[src/source/mbus_pkg.sv]
package mbus_pkg;

	localparam int ADDR_W = 8;
	localparam int DATA_W = 32;

	// start bit, then address and data msb first, then the ack slot
	localparam int PAYLOAD_BITS = ADDR_W + DATA_W;
	localparam int FRAME_BITS = 1 + PAYLOAD_BITS + 1;
	localparam int ACK_POS = FRAME_BITS - 1;

	// every member takes this one
	localparam logic [ADDR_W-1:0] BCAST_ADDR = '1;

	// where a member's snoop sits inside the frame
	typedef enum logic [1:0]
	{
		idle,
		addr,
		data,
		ack
	} snoop_state_e;

	// wake runs through the three staged states
	typedef enum logic [2:0]
	{
		awake,
		asleep,
		wake_clk,
		wake_rst,
		wake_iso
	} power_state_e;

endpackage

[src/source/mbus_frame_tx.sv]
module mbus_frame_tx
	import mbus_pkg::*;
#(
	parameter int TX_DEPTH = 2
)(
	input  logic              clkin,
	input  logic              rst_n,
	input  logic              tx_valid,
	input  logic [ADDR_W-1:0] tx_addr,
	input  logic [DATA_W-1:0] tx_data,
	output logic              tx_credit,
	input  logic              ring_free,
	output logic              ser_out
);

	localparam int PTR_W = (TX_DEPTH > 1) ? $clog2(TX_DEPTH) : 1;
	localparam int CNT_W = $clog2(TX_DEPTH + 1);
	localparam int SH_W = FRAME_BITS - 1;
	localparam int BIT_W = $clog2(FRAME_BITS);

	logic [PAYLOAD_BITS-1:0] mem [TX_DEPTH];
	logic [PTR_W-1:0]        wr_ptr;
	logic [PTR_W-1:0]        rd_ptr;
	logic [CNT_W-1:0]        count;
	logic                    ring_busy;
	logic                    launch;
	logic [SH_W-1:0]         shift_q;
	logic [BIT_W-1:0]        bits_left;

	// one frame on the ring at a time
	assign launch = !ring_busy && (count != '0);

	always_ff @(posedge clkin or negedge rst_n)
	begin
		if (!rst_n)
		begin
			wr_ptr    <= '0;
			rd_ptr    <= '0;
			count     <= '0;
			ring_busy <= 1'b0;
			bits_left <= '0;
			ser_out   <= 1'b0;
			tx_credit <= 1'b0;
		end
		else
		begin
			tx_credit <= launch;
			count     <= count + CNT_W'(tx_valid) - CNT_W'(launch);
			if (tx_valid)
				wr_ptr <= (wr_ptr == PTR_W'(TX_DEPTH - 1)) ? '0 : wr_ptr + 1'b1;
			if (launch)
			begin
				rd_ptr    <= (rd_ptr == PTR_W'(TX_DEPTH - 1)) ? '0 : rd_ptr + 1'b1;
				ring_busy <= 1'b1;
				bits_left <= BIT_W'(SH_W);
				// start bit
				ser_out   <= 1'b1;
			end
			else
			begin
				if (ring_free)
					ring_busy <= 1'b0;
				if (bits_left != '0)
				begin
					ser_out   <= shift_q[SH_W-1];
					bits_left <= bits_left - 1'b1;
				end
				else
					ser_out <= 1'b0;
			end
		end
	end

	always_ff @(posedge clkin)
	begin
		if (tx_valid)
			mem[wr_ptr] <= {tx_addr, tx_data};
		// ack slot always leaves as 0
		if (launch)
			shift_q <= {mem[rd_ptr], 1'b0};
		else
			shift_q <= {shift_q[SH_W-2:0], 1'b0};
	end

endmodule

[src/source/mbus_frame_snoop.sv]
module mbus_frame_snoop
	import mbus_pkg::*;
#(
	parameter logic [ADDR_W-1:0] NODE_ADDR = 8'h10
)(
	input  logic              clkin,
	input  logic              rst_n,
	input  logic              ser_in,
	output logic              ser_out,
	input  logic              accept_ok,
	output logic              rx_write,
	output logic [DATA_W-1:0] rx_word,
	output logic              rx_is_bcast,
	output logic              wake_hit,
	output logic              busy
);

	localparam int CNT_W = $clog2(DATA_W);
	localparam logic [CNT_W-1:0] ADDR_LAST = CNT_W'(ADDR_W - 1);
	localparam logic [CNT_W-1:0] DATA_LAST = CNT_W'(DATA_W - 1);

	snoop_state_e      state;
	logic [CNT_W-1:0]  bit_cnt;
	logic [ADDR_W-1:0] addr_q;
	logic [DATA_W-1:0] data_q;
	logic              uni_hit;
	logic              bc_hit;
	logic              take;

	// address is complete once the data bits start
	assign uni_hit = (addr_q == NODE_ADDR);
	assign bc_hit  = (addr_q == BCAST_ADDR);

	// in the ack state ser_in carries the ack slot
	assign take     = (state == ack) && (uni_hit || bc_hit) && accept_ok;
	assign wake_hit = (state == ack) && uni_hit && !accept_ok;
	assign busy     = (state != idle);

	always_ff @(posedge clkin or negedge rst_n)
	begin
		if (!rst_n)
		begin
			state    <= idle;
			bit_cnt  <= '0;
			ser_out  <= 1'b0;
			rx_write <= 1'b0;
		end
		else
		begin
			// one register per hop with the ack ORed in on the way through
			ser_out  <= ser_in | take;
			rx_write <= take;
			case (state)
				idle:
				begin
					if (ser_in)
					begin
						state   <= addr;
						bit_cnt <= '0;
					end
				end
				addr:
				begin
					if (bit_cnt == ADDR_LAST)
					begin
						state   <= data;
						bit_cnt <= '0;
					end
					else
						bit_cnt <= bit_cnt + 1'b1;
				end
				data:
				begin
					if (bit_cnt == DATA_LAST)
						state <= ack;
					else
						bit_cnt <= bit_cnt + 1'b1;
				end
				ack:
					state <= idle;
			endcase
		end
	end

	always_ff @(posedge clkin)
	begin
		if (state == addr)
			addr_q <= {addr_q[ADDR_W-2:0], ser_in};
		if (state == data)
			data_q <= {data_q[DATA_W-2:0], ser_in};
		if (take)
		begin
			rx_word     <= data_q;
			rx_is_bcast <= bc_hit;
		end
	end

endmodule

[src/source/mbus_sleep_ctrl.sv]
module mbus_sleep_ctrl
	import mbus_pkg::*;
(
	input  logic clkin,
	input  logic rst_n,
	input  logic lc_sleep,
	input  logic wake_hit,
	input  logic busy,
	output logic lc_power_on,
	output logic lc_release_clk,
	output logic lc_release_rst,
	output logic lc_release_iso
);

	power_state_e state;
	logic         sleep_pend;
	logic         sleep_req;

	assign sleep_req = lc_sleep | sleep_pend;

	always_ff @(posedge clkin or negedge rst_n)
	begin
		if (!rst_n)
		begin
			state      <= awake;
			sleep_pend <= 1'b0;
		end
		else
		begin
			// hold the request across a frame in flight
			sleep_pend <= (state == awake) && sleep_req && busy;
			case (state)
				awake:
				begin
					if (sleep_req && !busy)
						state <= asleep;
				end
				asleep:
				begin
					if (wake_hit)
						state <= wake_clk;
				end
				wake_clk:
					state <= wake_rst;
				wake_rst:
					state <= wake_iso;
				wake_iso:
					state <= awake;
				default:
					state <= awake;
			endcase
		end
	end

	// stages release power, clock, reset, isolation in that order
	assign lc_power_on    = (state != asleep);
	assign lc_release_clk = (state == awake) || (state == wake_rst) || (state == wake_iso);
	assign lc_release_rst = (state == awake) || (state == wake_iso);
	assign lc_release_iso = (state == awake);

endmodule

[src/source/mbus_rx_buffer.sv]
module mbus_rx_buffer
	import mbus_pkg::*;
#(
	parameter int RX_DEPTH   = 2,
	parameter int LC_CREDITS = 2
)(
	input  logic              clkin,
	input  logic              rst_n,
	input  logic              rx_write,
	input  logic [DATA_W-1:0] rx_word,
	input  logic              rx_is_bcast,
	input  logic              deliver_en,
	input  logic              rx_credit,
	output logic              has_space,
	output logic              rx_valid,
	output logic [DATA_W-1:0] rx_data,
	output logic              rx_bcast
);

	localparam int PTR_W = (RX_DEPTH > 1) ? $clog2(RX_DEPTH) : 1;
	localparam int CNT_W = $clog2(RX_DEPTH + 1);
	localparam int CRD_W = $clog2(LC_CREDITS + 1);

	// broadcast flag kept in the top bit
	logic [DATA_W:0]  mem [RX_DEPTH];
	logic [PTR_W-1:0] wr_ptr;
	logic [PTR_W-1:0] rd_ptr;
	logic [CNT_W-1:0] count;
	logic [CRD_W-1:0] credits;
	logic             pop;

	assign has_space = (count != CNT_W'(RX_DEPTH));
	assign pop       = deliver_en && (count != '0) && (credits != '0);

	always_ff @(posedge clkin or negedge rst_n)
	begin
		if (!rst_n)
		begin
			wr_ptr   <= '0;
			rd_ptr   <= '0;
			count    <= '0;
			credits  <= CRD_W'(LC_CREDITS);
			rx_valid <= 1'b0;
		end
		else
		begin
			rx_valid <= pop;
			count    <= count + CNT_W'(rx_write) - CNT_W'(pop);
			credits  <= credits + CRD_W'(rx_credit) - CRD_W'(pop);
			if (rx_write)
				wr_ptr <= (wr_ptr == PTR_W'(RX_DEPTH - 1)) ? '0 : wr_ptr + 1'b1;
			if (pop)
				rd_ptr <= (rd_ptr == PTR_W'(RX_DEPTH - 1)) ? '0 : rd_ptr + 1'b1;
		end
	end

	always_ff @(posedge clkin)
	begin
		if (rx_write)
			mem[wr_ptr] <= {rx_is_bcast, rx_word};
		if (pop)
			{rx_bcast, rx_data} <= mem[rd_ptr];
	end

endmodule

[src/source/mbus_member_layer.sv]
module mbus_member_layer
	import mbus_pkg::*;
#(
	parameter logic [ADDR_W-1:0] NODE_ADDR  = 8'h10,
	parameter int                RX_DEPTH   = 2,
	parameter int                LC_CREDITS = 2
)(
	input  logic              clkin,
	input  logic              rst_n,
	input  logic              ser_in,
	output logic              ser_out,
	output logic              rx_valid,
	output logic [DATA_W-1:0] rx_data,
	output logic              rx_bcast,
	input  logic              rx_credit,
	input  logic              lc_sleep,
	output logic              lc_power_on,
	output logic              lc_release_clk,
	output logic              lc_release_rst,
	output logic              lc_release_iso
);

	logic              rx_write;
	logic [DATA_W-1:0] rx_word;
	logic              rx_is_bcast;
	logic              wake_hit;
	logic              busy;
	logic              has_space;
	logic              accept_ok;
	logic              deliver_en;

	// a powered down layer neither accepts nor receives
	assign accept_ok  = lc_release_iso & has_space;
	assign deliver_en = lc_release_iso;

	// wire path and frame tracking stay on while asleep
	mbus_frame_snoop #(
		.NODE_ADDR (NODE_ADDR)
	) u_snoop (
		.clkin       (clkin),
		.rst_n       (rst_n),
		.ser_in      (ser_in),
		.ser_out     (ser_out),
		.accept_ok   (accept_ok),
		.rx_write    (rx_write),
		.rx_word     (rx_word),
		.rx_is_bcast (rx_is_bcast),
		.wake_hit    (wake_hit),
		.busy        (busy)
	);

	mbus_sleep_ctrl u_sleep (
		.clkin          (clkin),
		.rst_n          (rst_n),
		.lc_sleep       (lc_sleep),
		.wake_hit       (wake_hit),
		.busy           (busy),
		.lc_power_on    (lc_power_on),
		.lc_release_clk (lc_release_clk),
		.lc_release_rst (lc_release_rst),
		.lc_release_iso (lc_release_iso)
	);

	mbus_rx_buffer #(
		.RX_DEPTH   (RX_DEPTH),
		.LC_CREDITS (LC_CREDITS)
	) u_rxbuf (
		.clkin       (clkin),
		.rst_n       (rst_n),
		.rx_write    (rx_write),
		.rx_word     (rx_word),
		.rx_is_bcast (rx_is_bcast),
		.deliver_en  (deliver_en),
		.rx_credit   (rx_credit),
		.has_space   (has_space),
		.rx_valid    (rx_valid),
		.rx_data     (rx_data),
		.rx_bcast    (rx_bcast)
	);

endmodule

[src/source/mbus_frame_sink.sv]
module mbus_frame_sink
	import mbus_pkg::*;
#(
	parameter int NUM_NODES = 4
)(
	input  logic clkin,
	input  logic rst_n,
	input  logic ser_in,
	output logic tx_succ,
	output logic tx_fail,
	output logic ring_free
);

	localparam int CNT_W = $clog2(FRAME_BITS);
	localparam int GRD_W = $clog2(NUM_NODES + 1);

	logic             line_q;
	logic             in_frame;
	logic [CNT_W-1:0] bit_cnt;
	logic [GRD_W-1:0] guard;

	always_ff @(posedge clkin or negedge rst_n)
	begin
		if (!rst_n)
		begin
			line_q    <= 1'b0;
			in_frame  <= 1'b0;
			bit_cnt   <= '0;
			guard     <= '0;
			tx_succ   <= 1'b0;
			tx_fail   <= 1'b0;
			ring_free <= 1'b0;
		end
		else
		begin
			line_q    <= ser_in;
			tx_succ   <= 1'b0;
			tx_fail   <= 1'b0;
			ring_free <= 1'b0;
			if (in_frame)
			begin
				if (bit_cnt == CNT_W'(ACK_POS))
				begin
					in_frame  <= 1'b0;
					tx_succ   <= line_q;
					tx_fail   <= !line_q;
					ring_free <= 1'b1;
					// next frame needs at least a full ring pass to get here
					guard     <= GRD_W'(NUM_NODES);
				end
				else
					bit_cnt <= bit_cnt + 1'b1;
			end
			else if (guard != '0)
				guard <= guard - 1'b1;
			else if (line_q)
			begin
				in_frame <= 1'b1;
				bit_cnt  <= CNT_W'(1);
			end
		end
	end

endmodule

[src/source/mbus_ring_top.sv]
module mbus_ring_top
	import mbus_pkg::*;
#(
	parameter int                NUM_NODES  = 4,
	parameter logic [ADDR_W-1:0] BASE_ADDR  = 8'h10,
	parameter int                TX_DEPTH   = 2,
	parameter int                RX_DEPTH   = 2,
	parameter int                LC_CREDITS = 2
)(
	input  logic                        clkin,
	input  logic                        rst_n,
	input  logic                        tx_valid,
	input  logic [ADDR_W-1:0]           tx_addr,
	input  logic [DATA_W-1:0]           tx_data,
	output logic                        tx_credit,
	output logic                        tx_succ,
	output logic                        tx_fail,
	output logic [NUM_NODES-1:0]        rx_valid,
	output logic [NUM_NODES*DATA_W-1:0] rx_data,
	output logic [NUM_NODES-1:0]        rx_bcast,
	input  logic [NUM_NODES-1:0]        rx_credit,
	input  logic [NUM_NODES-1:0]        lc_sleep,
	output logic [NUM_NODES-1:0]        lc_power_on,
	output logic [NUM_NODES-1:0]        lc_release_clk,
	output logic [NUM_NODES-1:0]        lc_release_rst,
	output logic [NUM_NODES-1:0]        lc_release_iso
);

	// ring[0] from the injector, ring[NUM_NODES] into the sink
	logic [NUM_NODES:0] ring;
	logic               ring_free;

	mbus_frame_tx #(
		.TX_DEPTH (TX_DEPTH)
	) u_tx (
		.clkin     (clkin),
		.rst_n     (rst_n),
		.tx_valid  (tx_valid),
		.tx_addr   (tx_addr),
		.tx_data   (tx_data),
		.tx_credit (tx_credit),
		.ring_free (ring_free),
		.ser_out   (ring[0])
	);

	for (genvar i = 0; i < NUM_NODES; i++)
	begin : g_member
		mbus_member_layer #(
			.NODE_ADDR  (ADDR_W'(BASE_ADDR + i)),
			.RX_DEPTH   (RX_DEPTH),
			.LC_CREDITS (LC_CREDITS)
		) u_member (
			.clkin          (clkin),
			.rst_n          (rst_n),
			.ser_in         (ring[i]),
			.ser_out        (ring[i+1]),
			.rx_valid       (rx_valid[i]),
			.rx_data        (rx_data[i*DATA_W +: DATA_W]),
			.rx_bcast       (rx_bcast[i]),
			.rx_credit      (rx_credit[i]),
			.lc_sleep       (lc_sleep[i]),
			.lc_power_on    (lc_power_on[i]),
			.lc_release_clk (lc_release_clk[i]),
			.lc_release_rst (lc_release_rst[i]),
			.lc_release_iso (lc_release_iso[i])
		);
	end

	mbus_frame_sink #(
		.NUM_NODES (NUM_NODES)
	) u_sink (
		.clkin     (clkin),
		.rst_n     (rst_n),
		.ser_in    (ring[NUM_NODES]),
		.tx_succ   (tx_succ),
		.tx_fail   (tx_fail),
		.ring_free (ring_free)
	);

endmodule

[config.mk]
export PLATFORM = sky130hd
export DESIGN_NAME = mbus_ring_top
export DESIGN_NICKNAME = d
export VERILOG_FILES = /design/src/source/mbus_pkg.sv /design/src/source/mbus_frame_tx.sv /design/src/source/mbus_frame_snoop.sv /design/src/source/mbus_sleep_ctrl.sv /design/src/source/mbus_rx_buffer.sv /design/src/source/mbus_member_layer.sv /design/src/source/mbus_frame_sink.sv /design/src/source/mbus_ring_top.sv
export SDC_FILE = /design/constraint.sdc
export NUM_CORES = 1
export LEC_CHECK = 0
export BUFFER_PORTS_ARGS = -buffer_cell sky130_fd_sc_hd__buf_2
export CORE_MARGIN = 2
export CORE_UTILIZATION = 50
export CTS_CLUSTER_SIZE = 16
export DETAILED_ROUTE_END_ITERATION = 12
export GPL_TIMING_DRIVEN = 0
export HOLD_SLACK_MARGIN = 0.12
export PLACE_DENSITY = 0.7
export REMOVE_ABC_BUFFERS = 1
export SLEW_MARGIN = 5
export SYNTH_ARGS = -nofsm -noshare
export SYNTH_HDL_FRONTEND = slang
export SYNTH_HIERARCHICAL = 1
export SYNTH_SLANG_ARGS = --single-unit
export TNS_END_PERCENT = 10
[constraint.sdc]
create_clock -name clkin -period 3.16 [get_ports clkin]
set_input_delay 0.316 -clock clkin [delete_from_list [all_inputs] [get_ports clkin]]
set_output_delay 0.316 -clock clkin [all_outputs]
set_load 0.02 [all_outputs]
==> results.toml, run 1 <==
[status]
status = "finished, final reports clean"

[sta]
final-hold-violation-count = 0
setup_tns_ps = 0
drv_slew = 0
rsz0062_at_grt = "no"
tightest_slew_ps = 1210
fmax_mhz = 405
setup_viol = 0
fin_crit_sh_pct = 78.2
skew_ps = 14.4
fin_crit_ps = 2470
relSlewSlack_pct = 18.9

[synth]
synthTopCellsByArea = "edfxtp_1, dfrtp_1, mux2_4"
synth_cells = 1633
synth_area_sq_mm = 0.0327
yosysMostFrequentCell = "edfxtp_1"
ys_warn_count = 6
yosys-top-cells-count = "edfxtp_1, mux2_4, dfrtp_1, nand2_1, o21ai_0"
ys_ff_latch = 915
ys_seq_area_share_pct = 81.2
synth_edf_count = 768
ys.flop_type = "edfxtp_1"
synth_top_area_cell = "edfxtp_1"
syn_area_per_cell_sq_um = 20.0
synth_cell_types = 66
async_flop_share_pct = 11.7
synth_top_area_share_pct = 70.5

[cts]
clock_latency_ps = 630
cts_setup_buffers = 0
cts_tree = "built"
cts_buffer_depth = 3
cts_root_buf = "clkbuf_16"
path_clk_slew_ps = 60
cts_buffers = 91
clock-sinks = 915
cts_max_level = 3

[pwr]
internal_power_mw = 20.2
p_comb_share_pct = 3.1
p_sw_share_pct = 19.9
p_leak_nw = 14.2
p_per_area_mw_per_mm2 = 651
seqPwrFrac_pct = 53.3
peakVddDrop_v = 0.000554
total_power_mw = 25.2
p_sw_mw = 5.01
clkPwrFrac_pct = 43.6

[setup_path]
worstSetupEndpointType = "register"
worst_ep_required_time_ps = 3390
critical_path_class = "reg -> reg"
cp-start-kind = "register"
regToRegSetupSlack_ps = 690
path_max_fanout = 34
worstPathArrival_ps = 2700

[placement]
gp_congestion = 0.718
io_buffers = 205
dp.cells = 2679
dp_hpwl_um = 30200
dpl_cell_area_sq_mm = 0.0350

[floorplanning]
core_area_sq_mm = 0.0646
io_pins = 206
die-width_um = 260
start_util_pct = 50.6
dieArea_sq_mm = 0.0675
die_h_um = 260
row_count = 93

[finish]
drive_above_1_share_pct = 28.2
utilization_pct = 59.8
layout.nets = 2066
final_cells = 2900
num_antenna_cells = 0
final_area_sq_mm = 0.0387
syn_to_final_growth_pct = 18.2
nFillCells = 4541

[global_routing]
grt_pass1_vias = 15500
grt_max_degree = 85
grt.overflow.total = 0
antenna_found_initial = 0
grt_util_all_layers_pct = 15.1
grt_first_pass_wirelength_um = 80800

[drt]
routed_wirelength_um = 50600
m1WireLength_um = 21200
drc_errors = 0
avgViaCountPerCell = 5.06
drt_iter0_drc = 790
via_count = 14700
wire_per_inst_um = 17.4
route.top_layer_used = "met4"
dr_wl_met3_um = 2330
drtPass1Iterations = 4
wl_met2_um = 26100
ant_nets = 0

[job]
cap_violations = 0

[min_path]
hold_class = "in -> async"
## cell usage in the layout (no fill, tap or decap), types with 6 or more instances in the layout
| master | synthesis | routed |
|---|---|---|
| a21oi_1 | 21 | 17 |
| o21ai_0 | 74 | 74 |
| buf_12 | 12 | 12 |
| clkinvlp_4 | 0 | 6 |
| buf_2 | 10 | 204 |
| and2_1 | 14 | 9 |
| clkinv_1 | 0 | 15 |
| ha_1 | 47 | 43 |
| nor2_1 | 23 | 23 |
| edfxtp_1 | 768 | 768 |
| nand3_1 | 10 | 10 |
| or2_2 | 7 | 7 |
| dfxtp_1 | 40 | 40 |
| or3b_1 | 6 | 6 |
| buf_16 | 0 | 8 |
| clkbuf_8 | 0 | 8 |
| bufinv_16 | 0 | 11 |
| dfrtp_1 | 103 | 98 |
| dlygate4sd3_1 | 0 | 50 |
| nand2_1 | 80 | 80 |
| nor3_1 | 6 | 6 |
| mux2_4 | 120 | 120 |
| nand2b_1 | 18 | 18 |
| o21ai_1 | 11 | 11 |
| clkinv_2 | 0 | 13 |
| clkbuf_1 | 5 | 16 |
| inv_1 | 36 | 33 |
| nand4_1 | 8 | 8 |
| mux2i_1 | 42 | 42 |
| xnor2_1 | 29 | 29 |
| mux2_2 | 17 | 17 |
| clkbuf_16 | 0 | 94 |
## per-layer routing
layer  track usage (%)  vias up
met5                 0        -
met4              4.42        0
met3              3.56       68
met2              26.6      270
met1              18.5     7425
li1                  -     6922
## timing repair
action	in CTS	in global routing
gates resized for setup	0	0
hold endpoints to repair	203	0
hold buffers	51	0
## state kept, by name, indices dropped and copies added, names as in the netlist, 6 cells and up
signal,cells
u_sink/bit_cnt,6
g_member.u_member/u_snoop/state,8
g_member.u_member/u_sleep/state,12
g_member.u_member/u_rxbuf/mem,264
u_tx/mem,80
g_member.u_member/u_snoop/bit_cnt,20
u_tx/bits_left,6
g_member.u_member/u_rxbuf/credits,8
g_member.u_member/u_rxbuf/count,8
u_tx/shift_q,40
g_member.u_member/u_snoop/addr_q,32
g_member.u_member/u_rxbuf/rx_data,128
g_member.u_member/u_snoop/data_q,128
g_member.u_member/u_snoop/rx_word,128
## cell type report
type	instances	area, sq um	area share (%)
clock buffers	118	2520	6.53
clock inverters	52	619	1.60
inverters	37	139	0.359
multi-input cells	648	5760	14.9
flip-flops and latches	915	26600	68.7
well taps	855	1070	2.77
repair buffers	275	1990	5.16
## path summary, 6_finish.rpt
path	depth (start not counted)	endpoint	start
hold / removal	3	g_member[0].u_member/u_sleep/state[2]	rst_n
hold reg to reg	0	u_sink/line_q	g_member[3].u_member/u_snoop/ser_out
max in group asynchronous	3	g_member[3].u_member/u_rxbuf/rd_ptr	rst_n
min in group clkin	0	u_sink/line_q	g_member[3].u_member/u_snoop/ser_out
setup reg to reg	3	g_member[2].u_member/u_rxbuf/rx_data[21]	g_member[2].u_member/u_sleep/state[0]
setup / recovery	3	g_member[2].u_member/u_rxbuf/rx_data[21]	g_member[2].u_member/u_sleep/state[0]
## cells by family after synthesis
kind of cell	after synthesis	synth area share, %
XOR/XNOR	34	0.911
AND/OR/NAND/NOR	233	4.03
AO/OA/AOI/OAI	155	3.15
buffers and inverters	70	1.54
adder cells (fa/ha/maj)	47	1.80
multiplexers	179	7.38
flip-flops	915	81.2
## worst max-delay path, cell delays in order, from the launching register on
cell and delay (ps):
dfrtp_1 440, nor3_2 440, o221ai_4 250, inv_1 930
## power by group through the flow
stage          sequential, mW  combinational, mW  clock, mW
2_1_floorplan            13.6              0.445          0
3_3_place_gp             13.7              0.644          0
3_5_place_dp             13.7              0.733          0
4_1_cts                  13.4              0.789       11.3
5_1_grt                  13.4              0.884       11.8
6_report                 13.4              0.770       11.0
## through the flow
step           worst slack, ps  hold WS [ps]
6_report                   689           205
5_1_grt                    484           198
4_1_cts                    453           162
3_5_place_dp               450           207
3_3_place_gp             -2350           338
2_1_floorplan             -414          20.4
Power figures use the tool's default switching activity.
==> run 2: changes to the inputs <==
clock period = 2.19 ns   (was 3.16 ns; I/O delays follow)
==> run 2 against run 1 <==
- the flow now finishes with violations (negative setup slack)
- register-to-register slack lost 710 ps
- via count grew 0.42%
- sequential power grew 45%
- global-route usage grew 0.13 points
- worst setup slack lost 710 ps
- highest routed layer unchanged
- combinational power grew 44%
- power grew 44%
- worst hold slack gained 110 ps
- clock-buffer cell count is the same
==> results.toml, run 2 (synthesized netlist as in run 1, its figures left out) <==
[status]
status = "complete, but fails checks"
violations = "negative setup slack"

[setup_path]
timing.rr.start = "g_member[3].u_member/u_sleep/state[2]"
worst_ep_required_time_ps = 2520
critical_path_class = "reg -> reg"
worstSetupEndpointType = "register"
worstPathArrival_ps = 2540
ff2ff_path_depth = 5
cp-start-kind = "register"
path_max_fanout = 20
regToRegSetupSlack_ps = -20
rr_endpoint = "g_member[3].u_member/u_snoop/rx_word[26]"

[finish]
final_area_sq_mm = 0.0388
final_common_cell = "edfxtp_1"
regMostFlops = "g_member.u_member/u_rxbuf/mem"
layout_common_cells = "edfxtp_1, buf_2, mux2_4, dfrtp_1, clkbuf_16"
syn_to_final_growth_pct = 18.6
drive_above_1_share_pct = 28.7
largest_register_ff_count = 264
layout.nets = 2072
nFillCells = 4513
num_antenna_cells = 0

[min_path]
hold_depth = 2
hold_class = "in -> reg"
holdPathEnd = "u_tx/mem[1][38]"
min_from = "tx_addr[6]"

[cts]
path_clk_slew_ps = 60
cts_buffer_depth = 3
cts_tree = "built"
clock-sinks = 915
cts_root_buf = "clkbuf_16"
cts_max_level = 3
cts_buffers = 91
clock_latency_ps = 630

[drt]
ant_nets = 0
avgViaCountPerCell = 5.07
drt_iter0_drc = 807
via_count = 14700
drc_errors = 0
wire_per_inst_um = 17.5
routed_wirelength_um = 51000
drtPass1Iterations = 4

[global_routing]
grt_first_pass_wirelength_um = 81300
grt_util_all_layers_pct = 15.2
grt_max_degree = 85
antenna_found_initial = 0
grt.overflow.total = 0
grt_pass1_vias = 15500

[sta]
tightest_slew_ps = 909
skew_ps = 16.6
holdWs_ps = 317
setup_tns_ps = -253
final-hold-violation-count = 0
fmax_mhz = 453
fin_crit_ps = 2210
fin_crit_sh_pct = 101
setup_viol = 20
fin_ws_ps = -17.9
relSlewSlack_pct = 39.3
drv_slew = 0
rsz0062_at_grt = "yes"

[pwr]
p_sw_mw = 7.23
total_power_mw = 36.3
p_comb_share_pct = 3.1
seqPwrFrac_pct = 53.3
clkPwrFrac_pct = 43.6
p_per_area_mw_per_mm2 = 936
p_sw_share_pct = 19.9
p_leak_nw = 14.2
internal_power_mw = 29.1
peakVddDrop_v = 0.000801

[job]
cap_violations = 0

[floorplanning]
die_h_um = 260
die-width_um = 260
io_pins = 206
core_area_sq_mm = 0.0646
start_util_pct = 50.6
row_count = 93
dieArea_sq_mm = 0.0675

[placement]
io_buffers = 205
gp_congestion = 0.718
dpl_cell_area_sq_mm = 0.0350
place_ws_ps = -520
dp_hpwl_um = 30200
==> run 2: layout make-up <==
type | instances | area [sq um] | area share (%)
inverters | 37 | 150 | 0.387
well taps | 855 | 1070 | 2.76
repair inverters | 2 | 15.0 | 0.0387
repair buffers | 279 | 2040 | 5.25
flip-flops and latches | 915 | 26600 | 68.5
clock inverters | 52 | 619 | 1.60
multi-input cells | 648 | 5820 | 15.0
clock buffers | 118 | 2520 | 6.50
==> run 2: how the worst max path moves through the flow <==
stage	from	to	depth (start not counted)
after floorplan	u_tx/count[0]	u_tx/ring_busy	2
after global placement	u_tx/count[0]	u_tx/ser_out	2
after detailed placement	g_member[3].u_member/u_sleep/state[0]	g_member[3].u_member/u_rxbuf/rx_data[26]	3
after CTS	g_member[1].u_member/u_sleep/state[2]	g_member[1].u_member/u_snoop/rx_word[10]	5
after global routing	g_member[3].u_member/u_sleep/state[2]	g_member[3].u_member/u_snoop/rx_word[24]	5
final	g_member[3].u_member/u_sleep/state[2]	g_member[3].u_member/u_snoop/rx_word[26]	5
==> run 2: timing repair <==
item                                    4_1_cts  5_1_grt
hold buffers                                 52        0
gates cloned                                  2        0
setup buffers                                 0        3
pin swaps                                     5        2
endpoints found under the hold margin       218        0
gates resized for setup                      18        0
endpoints found under the setup margin      228       79
==> run 2: metal layers <==
metal / part of all wire (%) / vias up / global-route usage [%]
li1: - / 6930 / -
met1: 42 / 7456 / 18.8
met2: 52 / 290 / 26.8
met3: 4.9 / 71 / 3.56
met4: 1.9 / 0 / 4.44
met5: 0 / - / 0
==> run 2: power groups by stage <==
stage               sequential (mW)  clock, mW  combinational (mW)
CTS                            19.4       16.3                1.14
detailed placement             19.7          0                1.06
global placement               19.7          0               0.902
floorplan                      19.7          0               0.642
global route                   19.4       17.0                1.28
finish                         19.4       15.8                1.11
==> run 2: stage by stage <==
stage	util, %	instances
after floorplan	-	1600
after global placement	53.3	2660
after detailed placement	54.2	2679
after CTS	60.0	2903
after global routing	60.1	2906
final	60.1	2906
==> run 2: worst max-delay path, cell delays in order, from the launching register on <==
cell     delay [ps]
dfrtp_1         430
nor3_4          370
and2_4          230
nand3_4          80
a21oi_4         540
buf_16          250
